--- src/source/mips_pipe_pkg.sv ---
`default_nettype none

package mips_pipe_pkg;

    // machine widths
    localparam int DATA_W     = 32;
    localparam int REG_ADDR_W = 5;
    localparam int REG_COUNT  = 32;

    typedef logic [DATA_W-1:0]     word_t;
    typedef logic [REG_ADDR_W-1:0] reg_addr_t;

    // instruction field positions
    localparam int OPC_LSB   = 26;
    localparam int RS_LSB    = 21;
    localparam int RT_LSB    = 16;
    localparam int RD_LSB    = 11;
    localparam int SHAMT_LSB = 6;
    localparam int FUNCT_LSB = 0;
    // opcode and funct share one width
    localparam int OPC_W     = 6;
    localparam int SHAMT_W   = 5;
    localparam int IMM_W     = 16;
    localparam int INDEX_W   = 26;

    // major opcodes
    localparam logic [5:0] OPC_SPECIAL = 6'h00;
    localparam logic [5:0] OPC_J       = 6'h02;
    localparam logic [5:0] OPC_BEQ     = 6'h04;
    localparam logic [5:0] OPC_BNE     = 6'h05;
    localparam logic [5:0] OPC_ADDIU   = 6'h09;
    localparam logic [5:0] OPC_ORI     = 6'h0d;
    localparam logic [5:0] OPC_LUI     = 6'h0f;

    // function codes under OPC_SPECIAL
    localparam logic [5:0] FUNCT_SLL  = 6'h00;
    localparam logic [5:0] FUNCT_ADDU = 6'h21;
    localparam logic [5:0] FUNCT_SUBU = 6'h23;
    localparam logic [5:0] FUNCT_AND  = 6'h24;
    localparam logic [5:0] FUNCT_OR   = 6'h25;
    localparam logic [5:0] FUNCT_XOR  = 6'h26;
    localparam logic [5:0] FUNCT_SLT  = 6'h2a;

    typedef enum logic [3:0] {
        OP_NOP, OP_ADDU, OP_SUBU, OP_AND, OP_OR, OP_XOR, OP_SLT,
        OP_SLL, OP_ADDIU, OP_ORI, OP_LUI, OP_BEQ, OP_BNE, OP_J
    } op_e;

    typedef enum logic [2:0] {
        ALU_ADD, ALU_SUB, ALU_AND, ALU_OR, ALU_XOR, ALU_SLT, ALU_SLL, ALU_LUI
    } alu_sel_e;

endpackage

`default_nettype wire

--- src/source/decode_stage.sv ---
`default_nettype none

module decode_stage
    import mips_pipe_pkg::*;
(
    input  wire             clk,
    input  wire             reset,
    input  wire  word_t     i_instr,
    input  wire  word_t     i_pc,
    input  wire             i_valid,
    input  wire             i_flush,
    // register file read data, same cycle
    input  wire  word_t     i_rs_data,
    input  wire  word_t     i_rt_data,
    output reg_addr_t       o_rs_addr,
    output reg_addr_t       o_rt_addr,
    // decode-to-execute register
    output op_e             o_op,
    output alu_sel_e        o_alu_sel,
    output word_t           o_src_a,
    output word_t           o_src_b,
    output word_t           o_imm,
    output logic            o_use_imm,
    output reg_addr_t       o_rs,
    output reg_addr_t       o_rt,
    output reg_addr_t       o_dest,
    output logic            o_reg_write,
    output word_t           o_pc,
    output logic            o_valid
);

    logic [OPC_W-1:0]   opc;
    logic [OPC_W-1:0]   funct;
    logic [IMM_W-1:0]   imm16;
    logic [INDEX_W-1:0] index;
    reg_addr_t          rd;
    op_e                op;
    alu_sel_e           alu_sel;
    logic               use_imm;
    logic               dest_is_rt;
    logic               zero_ext;
    logic               writes;
    reg_addr_t          dest;
    word_t              imm;

    // field split
    assign opc       = i_instr[OPC_LSB +: OPC_W];
    assign funct     = i_instr[FUNCT_LSB +: OPC_W];
    assign imm16     = i_instr[0 +: IMM_W];
    assign index     = i_instr[0 +: INDEX_W];
    assign rd        = i_instr[RD_LSB +: REG_ADDR_W];
    assign o_rs_addr = i_instr[RS_LSB +: REG_ADDR_W];
    assign o_rt_addr = i_instr[RT_LSB +: REG_ADDR_W];

    // opcode and funct onto op and alu function
    always_comb begin
        op         = OP_NOP;
        alu_sel    = ALU_ADD;
        use_imm    = 1'b0;
        dest_is_rt = 1'b0;
        zero_ext   = 1'b0;
        case (opc)
            OPC_SPECIAL: begin
                case (funct)
                    FUNCT_ADDU: begin op = OP_ADDU; alu_sel = ALU_ADD; end
                    FUNCT_SUBU: begin op = OP_SUBU; alu_sel = ALU_SUB; end
                    FUNCT_AND:  begin op = OP_AND;  alu_sel = ALU_AND; end
                    FUNCT_OR:   begin op = OP_OR;   alu_sel = ALU_OR;  end
                    FUNCT_XOR:  begin op = OP_XOR;  alu_sel = ALU_XOR; end
                    FUNCT_SLT:  begin op = OP_SLT;  alu_sel = ALU_SLT; end
                    FUNCT_SLL:  begin op = OP_SLL;  alu_sel = ALU_SLL; end
                    default:    op = OP_NOP;
                endcase
            end
            OPC_ADDIU: begin
                op = OP_ADDIU;
                use_imm = 1'b1;
                dest_is_rt = 1'b1;
            end
            OPC_ORI: begin
                op = OP_ORI;
                alu_sel = ALU_OR;
                use_imm = 1'b1;
                dest_is_rt = 1'b1;
                zero_ext = 1'b1;
            end
            OPC_LUI: begin
                op = OP_LUI;
                alu_sel = ALU_LUI;
                use_imm = 1'b1;
                dest_is_rt = 1'b1;
            end
            OPC_BEQ: begin op = OP_BEQ; alu_sel = ALU_SUB; end
            OPC_BNE: begin op = OP_BNE; alu_sel = ALU_SUB; end
            OPC_J:   op = OP_J;
            default: op = OP_NOP;
        endcase
    end

    // branches, jump and nop leave the register file alone
    assign writes = (op != OP_NOP) && (op != OP_BEQ) && (op != OP_BNE) && (op != OP_J);
    assign dest   = dest_is_rt ? o_rt_addr : rd;

    // J carries its 26-bit index in the immediate slot
    always_comb begin
        if (op == OP_J) begin
            imm = {{(DATA_W-INDEX_W){1'b0}}, index};
        end else if (zero_ext) begin
            imm = {{(DATA_W-IMM_W){1'b0}}, imm16};
        end else begin
            imm = {{(DATA_W-IMM_W){imm16[IMM_W-1]}}, imm16};
        end
    end

    // control part, cleared by reset or flush
    always_ff @(posedge clk) begin
        if (reset || i_flush) begin
            o_valid     <= 1'b0;
            o_reg_write <= 1'b0;
            o_op        <= OP_NOP;
        end else begin
            o_valid <= i_valid;
            // r0 destination never writes
            o_reg_write <= i_valid && writes && (dest != '0);
            o_op        <= op;
        end
    end

    // payload
    always_ff @(posedge clk) begin
        o_alu_sel <= alu_sel;
        o_src_a   <= i_rs_data;
        o_src_b   <= i_rt_data;
        o_imm     <= imm;
        o_use_imm <= use_imm;
        o_rs      <= o_rs_addr;
        o_rt      <= o_rt_addr;
        o_dest    <= dest;
        o_pc      <= i_pc;
    end

endmodule

`default_nettype wire

--- src/source/execute_stage.sv ---
`default_nettype none

module execute_stage
    import mips_pipe_pkg::*;
(
    input  wire             clk,
    input  wire             reset,
    // from the decode-to-execute register
    input  wire  op_e       i_op,
    input  wire  alu_sel_e  i_alu_sel,
    input  wire  word_t     i_src_a,
    input  wire  word_t     i_src_b,
    input  wire  word_t     i_imm,
    input  wire             i_use_imm,
    input  wire  reg_addr_t i_rs,
    input  wire  reg_addr_t i_rt,
    input  wire  reg_addr_t i_dest,
    input  wire             i_reg_write,
    input  wire  word_t     i_pc,
    input  wire             i_valid,
    // taken branch or jump
    output logic            o_redirect,
    output word_t           o_target,
    // writeback register
    output logic            o_wb_valid,
    output reg_addr_t       o_wb_addr,
    output word_t           o_wb_data
);

    word_t                fwd_a;
    word_t                fwd_b;
    word_t                opnd_b;
    word_t                result;
    word_t                pc_plus4;
    word_t                branch_target;
    word_t                jump_target;
    logic [SHAMT_W-1:0]   shamt;
    logic                 operands_eq;
    logic                 taken;

    // bypass from the writeback register, one instruction ahead
    // two ahead is covered by write-through in the register file
    always_comb begin
        if (o_wb_valid && (o_wb_addr != '0) && (o_wb_addr == i_rs)) begin
            fwd_a = o_wb_data;
        end else begin
            fwd_a = i_src_a;
        end
        if (o_wb_valid && (o_wb_addr != '0) && (o_wb_addr == i_rt)) begin
            fwd_b = o_wb_data;
        end else begin
            fwd_b = i_src_b;
        end
    end

    assign opnd_b = i_use_imm ? i_imm : fwd_b;
    // shamt rides in the sign-extended immediate
    assign shamt  = i_imm[SHAMT_LSB +: SHAMT_W];

    // alu, adds wrap silently
    always_comb begin
        case (i_alu_sel)
            ALU_ADD: result = fwd_a + opnd_b;
            ALU_SUB: result = fwd_a - opnd_b;
            ALU_AND: result = fwd_a & opnd_b;
            ALU_OR:  result = fwd_a | opnd_b;
            ALU_XOR: result = fwd_a ^ opnd_b;
            ALU_SLT: result = word_t'($signed(fwd_a) < $signed(opnd_b));
            ALU_SLL: result = fwd_b << shamt;
            ALU_LUI: result = {opnd_b[IMM_W-1:0], {(DATA_W-IMM_W){1'b0}}};
            default: result = '0;
        endcase
    end

    // branch resolution
    assign operands_eq   = (fwd_a == fwd_b);
    assign pc_plus4      = i_pc + word_t'(4);
    assign branch_target = pc_plus4 + {i_imm[DATA_W-3:0], 2'b00};
    assign jump_target   = {pc_plus4[DATA_W-1:DATA_W-4], i_imm[INDEX_W-1:0], 2'b00};

    always_comb begin
        case (i_op)
            OP_J:    taken = 1'b1;
            OP_BEQ:  taken = operands_eq;
            OP_BNE:  taken = ~operands_eq;
            default: taken = 1'b0;
        endcase
    end

    assign o_redirect = i_valid && taken;
    assign o_target   = (i_op == OP_J) ? jump_target : branch_target;

    // writeback register
    always_ff @(posedge clk) begin
        if (reset) begin
            o_wb_valid <= 1'b0;
        end else begin
            o_wb_valid <= i_valid && i_reg_write;
        end
    end

    always_ff @(posedge clk) begin
        o_wb_addr <= i_dest;
        o_wb_data <= result;
    end

endmodule

`default_nettype wire

--- src/source/fetch_stage.sv ---
`default_nettype none

module fetch_stage
    import mips_pipe_pkg::*;
#(
    parameter word_t RESET_PC = 32'hbfc0_0000
) (
    input  wire         clk,
    input  wire         reset,
    // branch or jump taken in execute
    input  wire         i_redirect,
    input  wire  word_t i_target,
    output word_t       o_imem_addr,
    // word arriving from memory this cycle
    output word_t       o_pending_pc,
    output logic        o_pending_valid
);

    word_t pc;
    word_t pc_next;

    // sequential fetch unless execute redirects
    always_comb begin
        if (i_redirect) begin
            pc_next = i_target;
        end else begin
            pc_next = pc + word_t'(4);
        end
    end

    always_ff @(posedge clk) begin
        if (reset) begin
            pc              <= RESET_PC;
            o_pending_valid <= 1'b0;
        end else begin
            pc <= pc_next;
            // word requested this cycle is stale after a redirect
            o_pending_valid <= ~i_redirect;
        end
    end

    // address of the word in flight, one cycle behind pc
    always_ff @(posedge clk) begin
        o_pending_pc <= pc;
    end

    // memory sees the pc directly
    assign o_imem_addr = pc;

endmodule

`default_nettype wire

--- src/source/mips_pipe.sv ---
`default_nettype none

module mips_pipe
    import mips_pipe_pkg::*;
#(
    parameter word_t RESET_PC = 32'hbfc0_0000
) (
    input  wire         clk,
    input  wire         reset,
    // instruction memory, one-cycle read latency
    output word_t       o_imem_addr,
    input  wire  word_t i_imem_data,
    // writeback trace
    output logic        o_wb_valid,
    output reg_addr_t   o_wb_addr,
    output word_t       o_wb_data
);

    // fetch to decode
    logic      redirect;
    word_t     target;
    word_t     pending_pc;
    logic      pending_valid;

    // decode to register file
    reg_addr_t rs_addr;
    reg_addr_t rt_addr;
    word_t     rs_data;
    word_t     rt_data;

    // decode-to-execute register
    op_e       de_op;
    alu_sel_e  de_alu_sel;
    word_t     de_src_a;
    word_t     de_src_b;
    word_t     de_imm;
    logic      de_use_imm;
    reg_addr_t de_rs;
    reg_addr_t de_rt;
    reg_addr_t de_dest;
    logic      de_reg_write;
    word_t     de_pc;
    logic      de_valid;

    fetch_stage #(
        .RESET_PC (RESET_PC)
    ) fetch_stage_i (
        .clk             (clk),
        .reset           (reset),
        .i_redirect      (redirect),
        .i_target        (target),
        .o_imem_addr     (o_imem_addr),
        .o_pending_pc    (pending_pc),
        .o_pending_valid (pending_valid)
    );

    // redirect also drops the instruction in decode
    decode_stage decode_stage_i (
        .clk         (clk),
        .reset       (reset),
        .i_instr     (i_imem_data),
        .i_pc        (pending_pc),
        .i_valid     (pending_valid),
        .i_flush     (redirect),
        .i_rs_data   (rs_data),
        .i_rt_data   (rt_data),
        .o_rs_addr   (rs_addr),
        .o_rt_addr   (rt_addr),
        .o_op        (de_op),
        .o_alu_sel   (de_alu_sel),
        .o_src_a     (de_src_a),
        .o_src_b     (de_src_b),
        .o_imm       (de_imm),
        .o_use_imm   (de_use_imm),
        .o_rs        (de_rs),
        .o_rt        (de_rt),
        .o_dest      (de_dest),
        .o_reg_write (de_reg_write),
        .o_pc        (de_pc),
        .o_valid     (de_valid)
    );

    // write port fed straight from the writeback register
    register_file register_file_i (
        .clk       (clk),
        .reset     (reset),
        .i_rs_addr (rs_addr),
        .i_rt_addr (rt_addr),
        .o_rs_data (rs_data),
        .o_rt_data (rt_data),
        .i_we      (o_wb_valid),
        .i_waddr   (o_wb_addr),
        .i_wdata   (o_wb_data)
    );

    execute_stage execute_stage_i (
        .clk         (clk),
        .reset       (reset),
        .i_op        (de_op),
        .i_alu_sel   (de_alu_sel),
        .i_src_a     (de_src_a),
        .i_src_b     (de_src_b),
        .i_imm       (de_imm),
        .i_use_imm   (de_use_imm),
        .i_rs        (de_rs),
        .i_rt        (de_rt),
        .i_dest      (de_dest),
        .i_reg_write (de_reg_write),
        .i_pc        (de_pc),
        .i_valid     (de_valid),
        .o_redirect  (redirect),
        .o_target    (target),
        .o_wb_valid  (o_wb_valid),
        .o_wb_addr   (o_wb_addr),
        .o_wb_data   (o_wb_data)
    );

endmodule

`default_nettype wire

--- src/source/register_file.sv ---
`default_nettype none

module register_file
    import mips_pipe_pkg::*;
(
    input  wire             clk,
    input  wire             reset,
    // two read ports
    input  wire  reg_addr_t i_rs_addr,
    input  wire  reg_addr_t i_rt_addr,
    output word_t           o_rs_data,
    output word_t           o_rt_data,
    // one write port from writeback
    input  wire             i_we,
    input  wire  reg_addr_t i_waddr,
    input  wire  word_t     i_wdata
);

    word_t regs [REG_COUNT];

    always_ff @(posedge clk) begin
        if (reset) begin
            for (int i = 0; i < REG_COUNT; i++) begin
                regs[i] <= '0;
            end
        end else if (i_we && (i_waddr != '0)) begin
            regs[i_waddr] <= i_wdata;
        end
    end

    // r0 reads zero, same-cycle write passes through
    always_comb begin
        if (i_rs_addr == '0) begin
            o_rs_data = '0;
        end else if (i_we && (i_waddr == i_rs_addr)) begin
            o_rs_data = i_wdata;
        end else begin
            o_rs_data = regs[i_rs_addr];
        end
        if (i_rt_addr == '0) begin
            o_rt_data = '0;
        end else if (i_we && (i_waddr == i_rt_addr)) begin
            o_rt_data = i_wdata;
        end else begin
            o_rt_data = regs[i_rt_addr];
        end
    end

endmodule

`default_nettype wire

--- config.mk ---
export PLATFORM = sky130hd
export DESIGN_NAME = mips_pipe
export DESIGN_NICKNAME = d
export VERILOG_FILES = /design/src/source/mips_pipe_pkg.sv /design/src/source/decode_stage.sv /design/src/source/execute_stage.sv /design/src/source/fetch_stage.sv /design/src/source/mips_pipe.sv /design/src/source/register_file.sv
export SDC_FILE = /design/constraint.sdc
export NUM_CORES = 2
export LEC_CHECK = 0
export BUFFER_PORTS_ARGS = -buffer_cell sky130_fd_sc_hd__buf_2
export CAP_MARGIN = 20
export CORE_MARGIN = 5
export CORE_UTILIZATION = 40
export DETAILED_ROUTE_END_ITERATION = 7
export GPL_ROUTABILITY_DRIVEN = 0
export SYNTH_ARGS = -nofsm -noshare
export SYNTH_HDL_FRONTEND = slang
export SYNTH_SLANG_ARGS = --single-unit
--- constraint.sdc ---
create_clock -name clk -period 6.1 [get_ports clk]
set_input_delay 0.61 -clock clk [delete_from_list [all_inputs] [get_ports clk]]
set_output_delay 0.61 -clock clk [all_outputs]
set_load 0.1 [all_outputs]
; ---- After elaboration in Yosys (flattened, before gate mapping)
; Memory sizes are Yosys's and may differ from the RTL's.
; Cells that the tools add are included.
[totals]
regBits = 251
ramBits = 1024
input_bits = 34
out_inout_bits = 70
elab_cells = 114
memories = 1
[classes]
addsub = 5
order_cmp = 1
eq_ne = 31
n_shift = 1
muxes = 26
bitwise_logic = 5
reduce_logical = 25
[mem_list]
columns = name, depth, word_bits, read_ports, rd_clocked_by_memory_dff, wr, line
row1 = register_file_i.regs, 32, 32, 2, 0, 32, register_file.sv:19  ; word_t regs [REG_COUNT];
[ops]
columns = cell, count
row1 = 2-to-1 mux 32 bit, 8
row2 = one-hot mux 32 bit (8 select lines), 1
row3 = "adder 32 x 3 -> 32 bit, second input constant", 2
row4 = adder 32 bit, 2
row5 = 2-to-1 mux 26 bit, 2
row6 = "== test 6 bit, second input constant", 6
row7 = bitwise AND 32 bit, 1
row8 = == test 32 bit, 1
row9 = < comparator 32 bit, 1
row10 = OR 32 bit, 1
row11 = OR reduction 32 bit, 1
row12 = << shifter 32 x 5 -> 32 bit, 1
row13 = subtractor 32 bit, 1
row14 = bitwise XOR 32 bit, 1
row15 = one-hot mux 4 bit (7 select lines), 1
row16 = one-hot mux 3 bit (7 select lines), 1
row17 = == test 5 bit, 4
row18 = "== test 6 x 4 -> 1 bit, second input constant", 3
row19 = one-hot mux 3 bit (6 select lines), 1
row20 = "== test 4 bit, second input constant", 4
row21 = "== test 3 bit, second input constant", 4
row22 = "== test 6 x 3 -> 1 bit, second input constant", 2
row23 = logical AND 1 bit, 12
row24 = zero test 6 bit, 2
row25 = 16 further kinds, 31

; ---- Logic depth before layout (Yosys ltp)
[depth]
ltp_word = 9
ltp_mapped = 22
ltp_nobuf = 18

; ---- Modules after synthesis
; From an unflattened synthesis, not the netlist that was laid out.
[hier_totals]
hier_cells = 5895
hier_area_um2 = 72756.0
[by_module_without_submodules]
columns = module, instances, cells_each, area_each_um2, seq_area_each_um2
row1 = register_file, 1, 3830, 55185.4, 30749.5
row2 = execute_stage, 1, 1551, 11309.6, 760.7
row3 = decode_stage, 1, 265, 3749.8, 2962.8
row4 = fetch_stage, 1, 249, 2511.2, 1301.2

; ---- Worst setup path after synthesis
; Ideal clock, no wire load.
[synth_path]
path_type = reg-to-reg
startpoint = register execute_stage_i.o_wb_addr[0]
endpoint = register execute_stage_i.o_wb_data[22]
setup_ns = 0.114
arrival_time_ns = 5.430
required_time_ns = 5.986
setup_slack_ns = 0.556
path_stages_with_launch = 21
n_path_buf = 3
synth_period_minus_slack_ns = 5.544
path_cell_list = dfxtp_1 > buf_2 > xnor2_1 > nand4_1 > clkbuf_1 > o21ai_0 > nand2_1 > mux2i_1 > inv_1 > ha_1 > clkbuf_1 > o21bai_1 > a21oi_1 > o311ai_0 > a2111oi_0 > nor3_1 > or2_2 > a21oi_1 > o21bai_1 > a221o_1 > a21o_1
[synth_between]
elab_chain_len = 7
word_cells_on_any_way = 16
classes_between = 2 x add/sub / 2 x eq/ne / 1 x shift / 4 x mux / 3 x bitwise / 4 x reduce/logical
[synth_rtl]
columns = element, line
row1 = from (decl), execute_stage.sv:26  ; output reg_addr_t o_wb_addr,
row2 = from (signal assigned), execute_stage.sv:103  ; o_wb_addr <= i_dest;
row3 = nonzero test 5 bit, "execute_stage.sv:44, execute_stage.sv:49"
row4 = logical AND 1 bit, "execute_stage.sv:44, execute_stage.sv:49"
row5 = logical AND 1 bit, execute_stage.sv:49  ; if (o_wb_valid && (o_wb_addr != '0) && (o_wb_addr == i_rt)) begin
row6 = 2-to-1 mux 32 bit, execute_stage.sv:49
row7 = 2-to-1 mux 32 bit, execute_stage.sv:56  ; assign opnd_b = i_use_imm ? i_imm : fwd_b;
row8 = "subtractor 32 bit, or another cell as far along", execute_stage.sv:64  ; ALU_SUB: result = fwd_a - opnd_b;
row9 = one-hot mux 32 bit (8 select lines) *, execute_stage.sv:62  ; case (i_alu_sel)
row10 = named net execute_stage_i.result[22], execute_stage.sv:33  ; word_t result;
row11 = to (signal assigned), execute_stage.sv:104  ; o_wb_data <= result;
row12 = to (decl), execute_stage.sv:27  ; output word_t o_wb_data
; Mark *: on every way through the listed nets, which the timed path passes. The rest lies on a longest branch.
; A chain may end at the register's enable or synchronous reset.

; ---- Worst setup path after layout
[layout_path]
startpoint = register execute_stage_i.o_wb_addr[2]
endpoint = register execute_stage_i.o_wb_data[22]
; Same word-level chain as after synthesis.

==> reports/summary.txt <==
=================================================================================
Layout fillers                                                              16164
Grt ovf                                                                         0
Outcome                                                              complete, no violations
Total via count in the routed design                                        51699
Initial Utilization                                                        40.06%
Cell count of the worst reg-to-reg path                                        17
Die Span X                                                               437.5 um
Overall fraction of global-route tracks in use                             27.16%
Number of I/O pins                                                            104
Number of buffers on the longest clock path                                     3
Maximum number of pins on one net before global-route repair                   93
Row count                                                                     157
Post-placement setup slack                                               374.0 ps
Commonest cells post-synth                                           edfxtp_1 (1024), and2_1 (1012), mux4_2 (623)
Post-DR vias/cell                                                           6.357
Cells after DPL                                                              7864
Post-CTS setup buffers                                                          0
Total detailed-routing wirelength                                        265.9 mm
Worst-margin pin slew                                                     1263 ps
Crit-path leading delay family                                       compound AO/OA/AOI/OAI gates
Final Non-Filler Cells                                                       8133
Number of remaining DRC errors                                                  0
Routed wirelength normalized by instance count                           32.70 um
Lkg Pwr                                                                0.03024 uW
Commonest register cell after synthesis                                  edfxtp_1
Arrival time worst endpoint                                               6530 ps
Most frequently used cell type in the post-synthesis netlist             edfxtp_1
Cell area after synthesis                                               73100 um2
Post-synth top area cell                                                 edfxtp_1
Clk pin slew, worst setup/hold paths                                        60 ps
Critical path fanouts, max                                                     25
Gate count of the mapped netlist                                             5712
Initial drt markers                                                          7293
Critical-path top delay cell                                            a2111oi_0
Number of max-slew violations in the final report                               0
Fin crit share                                                             95.76%
Worst skew pair latency                                                    820 ps
Fin crit period                                                           5841 ps
Kind of launch point of the worst setup path                                 flop
Cell depth of the worst min-delay path                                          1
Number of synthesized flops with an enable pin                               1024
Final Hold Viols                                                                0
Crit end category                                                            flop
Placeable core region                                                  182500 um2
Overall die area                                                       191400 um2
Post_cts resized                                                                0
Sequential cell area                                                    35780 um2
Via count of the first global-routing pass                                  50785
Number of flip-flops and latches in the synthesized netlist                  1275
Cell-by-cell trace of the critical path                              or3_4 > o311ai_4 > buf_4 > o21ai_0 > nand2_1 > mux2i_1 > ha_1 > a21o_1 > a21oi_1 > o311ai_0 > a2111oi_0 > nor3_1 > or2_2 > a21oi_1 > o21bai_1 > a221o_1 > a21o_1
End-of-flow core utilization                                               44.72%
Cell types occupying the most area after synthesis                   edfxtp_1 (42%), mux4_2 (19%), and2_1 (8.7%), dfxtp_1 (6.9%), clkbuf_1 (2.3%)
RSZ-0062 raised after global routing                                        false
Crit path buf inv count                                                         1
Avg Cell Area, Syn                                                      12.80 um2
Distinct cells, synth                                                          88
Area fraction of the dominant cell type after synthesis                    42.07%
Wire length of the first global-routing pass                             375.3 mm
Root buffer selected by CTS                                             clkbuf_16
Setup_tns                                                                    0 ps
Multi-input combinational cell area                                     35450 um2
Total setup violations reported at the end of the flow                          0
TritonCTS clock tree                                                          yes
Num CTS Buffers                                                               141
Number of cells on the critical path                                           17
Detailed placement HPWL                                                  167.9 mm
Ys async rst share                                                             0%
Share of cells above drive strength 1                                      21.98%
Vert. Die Dim                                                            437.5 um
Antenna violation net count after detailed routing                              0
Count of port buffers added during placement                                  103
Number of optimization iterations in the first detailed-route pass              7
Sequential area share after synthesis                                      48.94%
WP data required                                                          6790 ps
Max-cap violation count                                                         0
# nets final                                                                 5802
Sink count of the clock tree                                                 1275
Highest clock rate                                                      171.2 MHz
Power per cell area                                                  303.9 nW/um2
Maximum cell stage delay along the critical path                           980 ps
Worst max-slew margin expressed relative to the limit                      15.83%
VDD IR-drop max                                                         0.4065 mV
H-tree level count                                                              4
Clk_skew                                                                 30.69 ps
Post-route worst setup slack                                             258.5 ps
Yosys Warn Count                                                                0
Kind of critical path                                                  reg -> reg
Min-Delay Path Class                                                    in -> reg
Antenna violations before repair                                               16
Layout overhead on the synthesized area                                    11.63%
=================================================================================
## sequential cells by signal, indices dropped and copies added (netlist names), 27 cells and up
register	cells
decode_stage_i.o_imm	27
decode_stage_i.o_pc	32
decode_stage_i.o_src_a	32
decode_stage_i.o_src_b	32
execute_stage_i.o_wb_data	32
fetch_stage_i.o_imem_addr	32
fetch_stage_i.o_pending_pc	32
register_file_i.regs	1024
## area by class of cell
type / instances / share of cell area (%)
flip-flops and latches: 1275 / 43.85
multi-input cells: 3789 / 43.44
clock buffers: 181 / 4.700
well taps: 2385 / 3.657
repair buffers: 309 / 2.892
clock inverters: 71 / 0.8939
inverters: 122 / 0.5627
diodes: 1 / 0.003067
## report_power, final
group / switching (uW) / total (uW) / internal (uW)
Clock: 3680 / 8610 / 4930
Combinational: 4150 / 5840 / 1690
Sequential: 545 / 10300 / 9800
## path summary, 6_finish.rpt
| path | startpoint | end | slack [ps] |
|---|---|---|---|
| setup / recovery | execute_stage_i.o_wb_addr[2] | execute_stage_i.o_wb_data[22] | 260 |
| hold / removal | i_imem_data[2] | decode_stage_i.o_imm[2] | 50 |
| setup reg to reg | execute_stage_i.o_wb_addr[2] | execute_stage_i.o_wb_data[22] | 260 |
| hold reg to reg | fetch_stage_i.o_pending_pc[11] | decode_stage_i.o_pc[11] | 320 |
## cells by family after synthesis
kind of cell	synth area share, %
xor gates and xnor gates	1.366
muxes	22.02
adders and majority gates	2.256
AOI/OAI and AO/OA	7.757
buffers and inverters	3.600
DFF	48.94
and+or+nand+nor	14.06
other	0.005130
## layer usage
metal	share of wire, %	up-vias	GRT usage [%]
met2	46	3186	42.88
met3	9.5	735	5.249
met1	37	26293	34.55
li1	-	21483	-
met5	0.0071	-	0
met4	7.6	2	17.05
## placed cells by master (no fill, tap or decap), types with 27 or more instances in the layout
cell type,instances
a211oi_1,80
a21o_1,51
a21oi_1,170
a221oi_1,51
and2_1,1012
and3_1,56
buf_2,93
buf_4,180
clkbuf_1,30
clkbuf_16,146
clkinv_1,27
conb_1,32
dfxtp_1,243
edfxtp_1,1024
ha_1,127
inv_1,116
mux2_2,41
mux2i_1,159
mux4_2,623
nand2_1,242
nand3_1,112
nand4_1,40
nor2_1,203
nor2_4,32
nor3_1,34
o21ai_0,141
o21ai_4,31
o22ai_1,38
xnor2_1,60
xor2_1,54
## what timing repair did
action | 4_1_cts | 5_1_grt
setup endpoints to repair | 0 | 0
hold endpoints to repair | 15 | 0
hold buffers | 15 | 0
## per-stage QoR
step / hold WS (ps) / cell area [um2] / power, uW
CTS: 0.3539 / 81590 / 24720
finish: 48.29 / 81600 / 24800
floorplan: 309.6 / 73220 / 13950
global route: 26.14 / 81600 / 25440
global placement: 310.1 / 76780 / 16130
detailed placement: 312.8 / 76880 / 16190
Note: power is estimated with default switching activity, not from simulation.
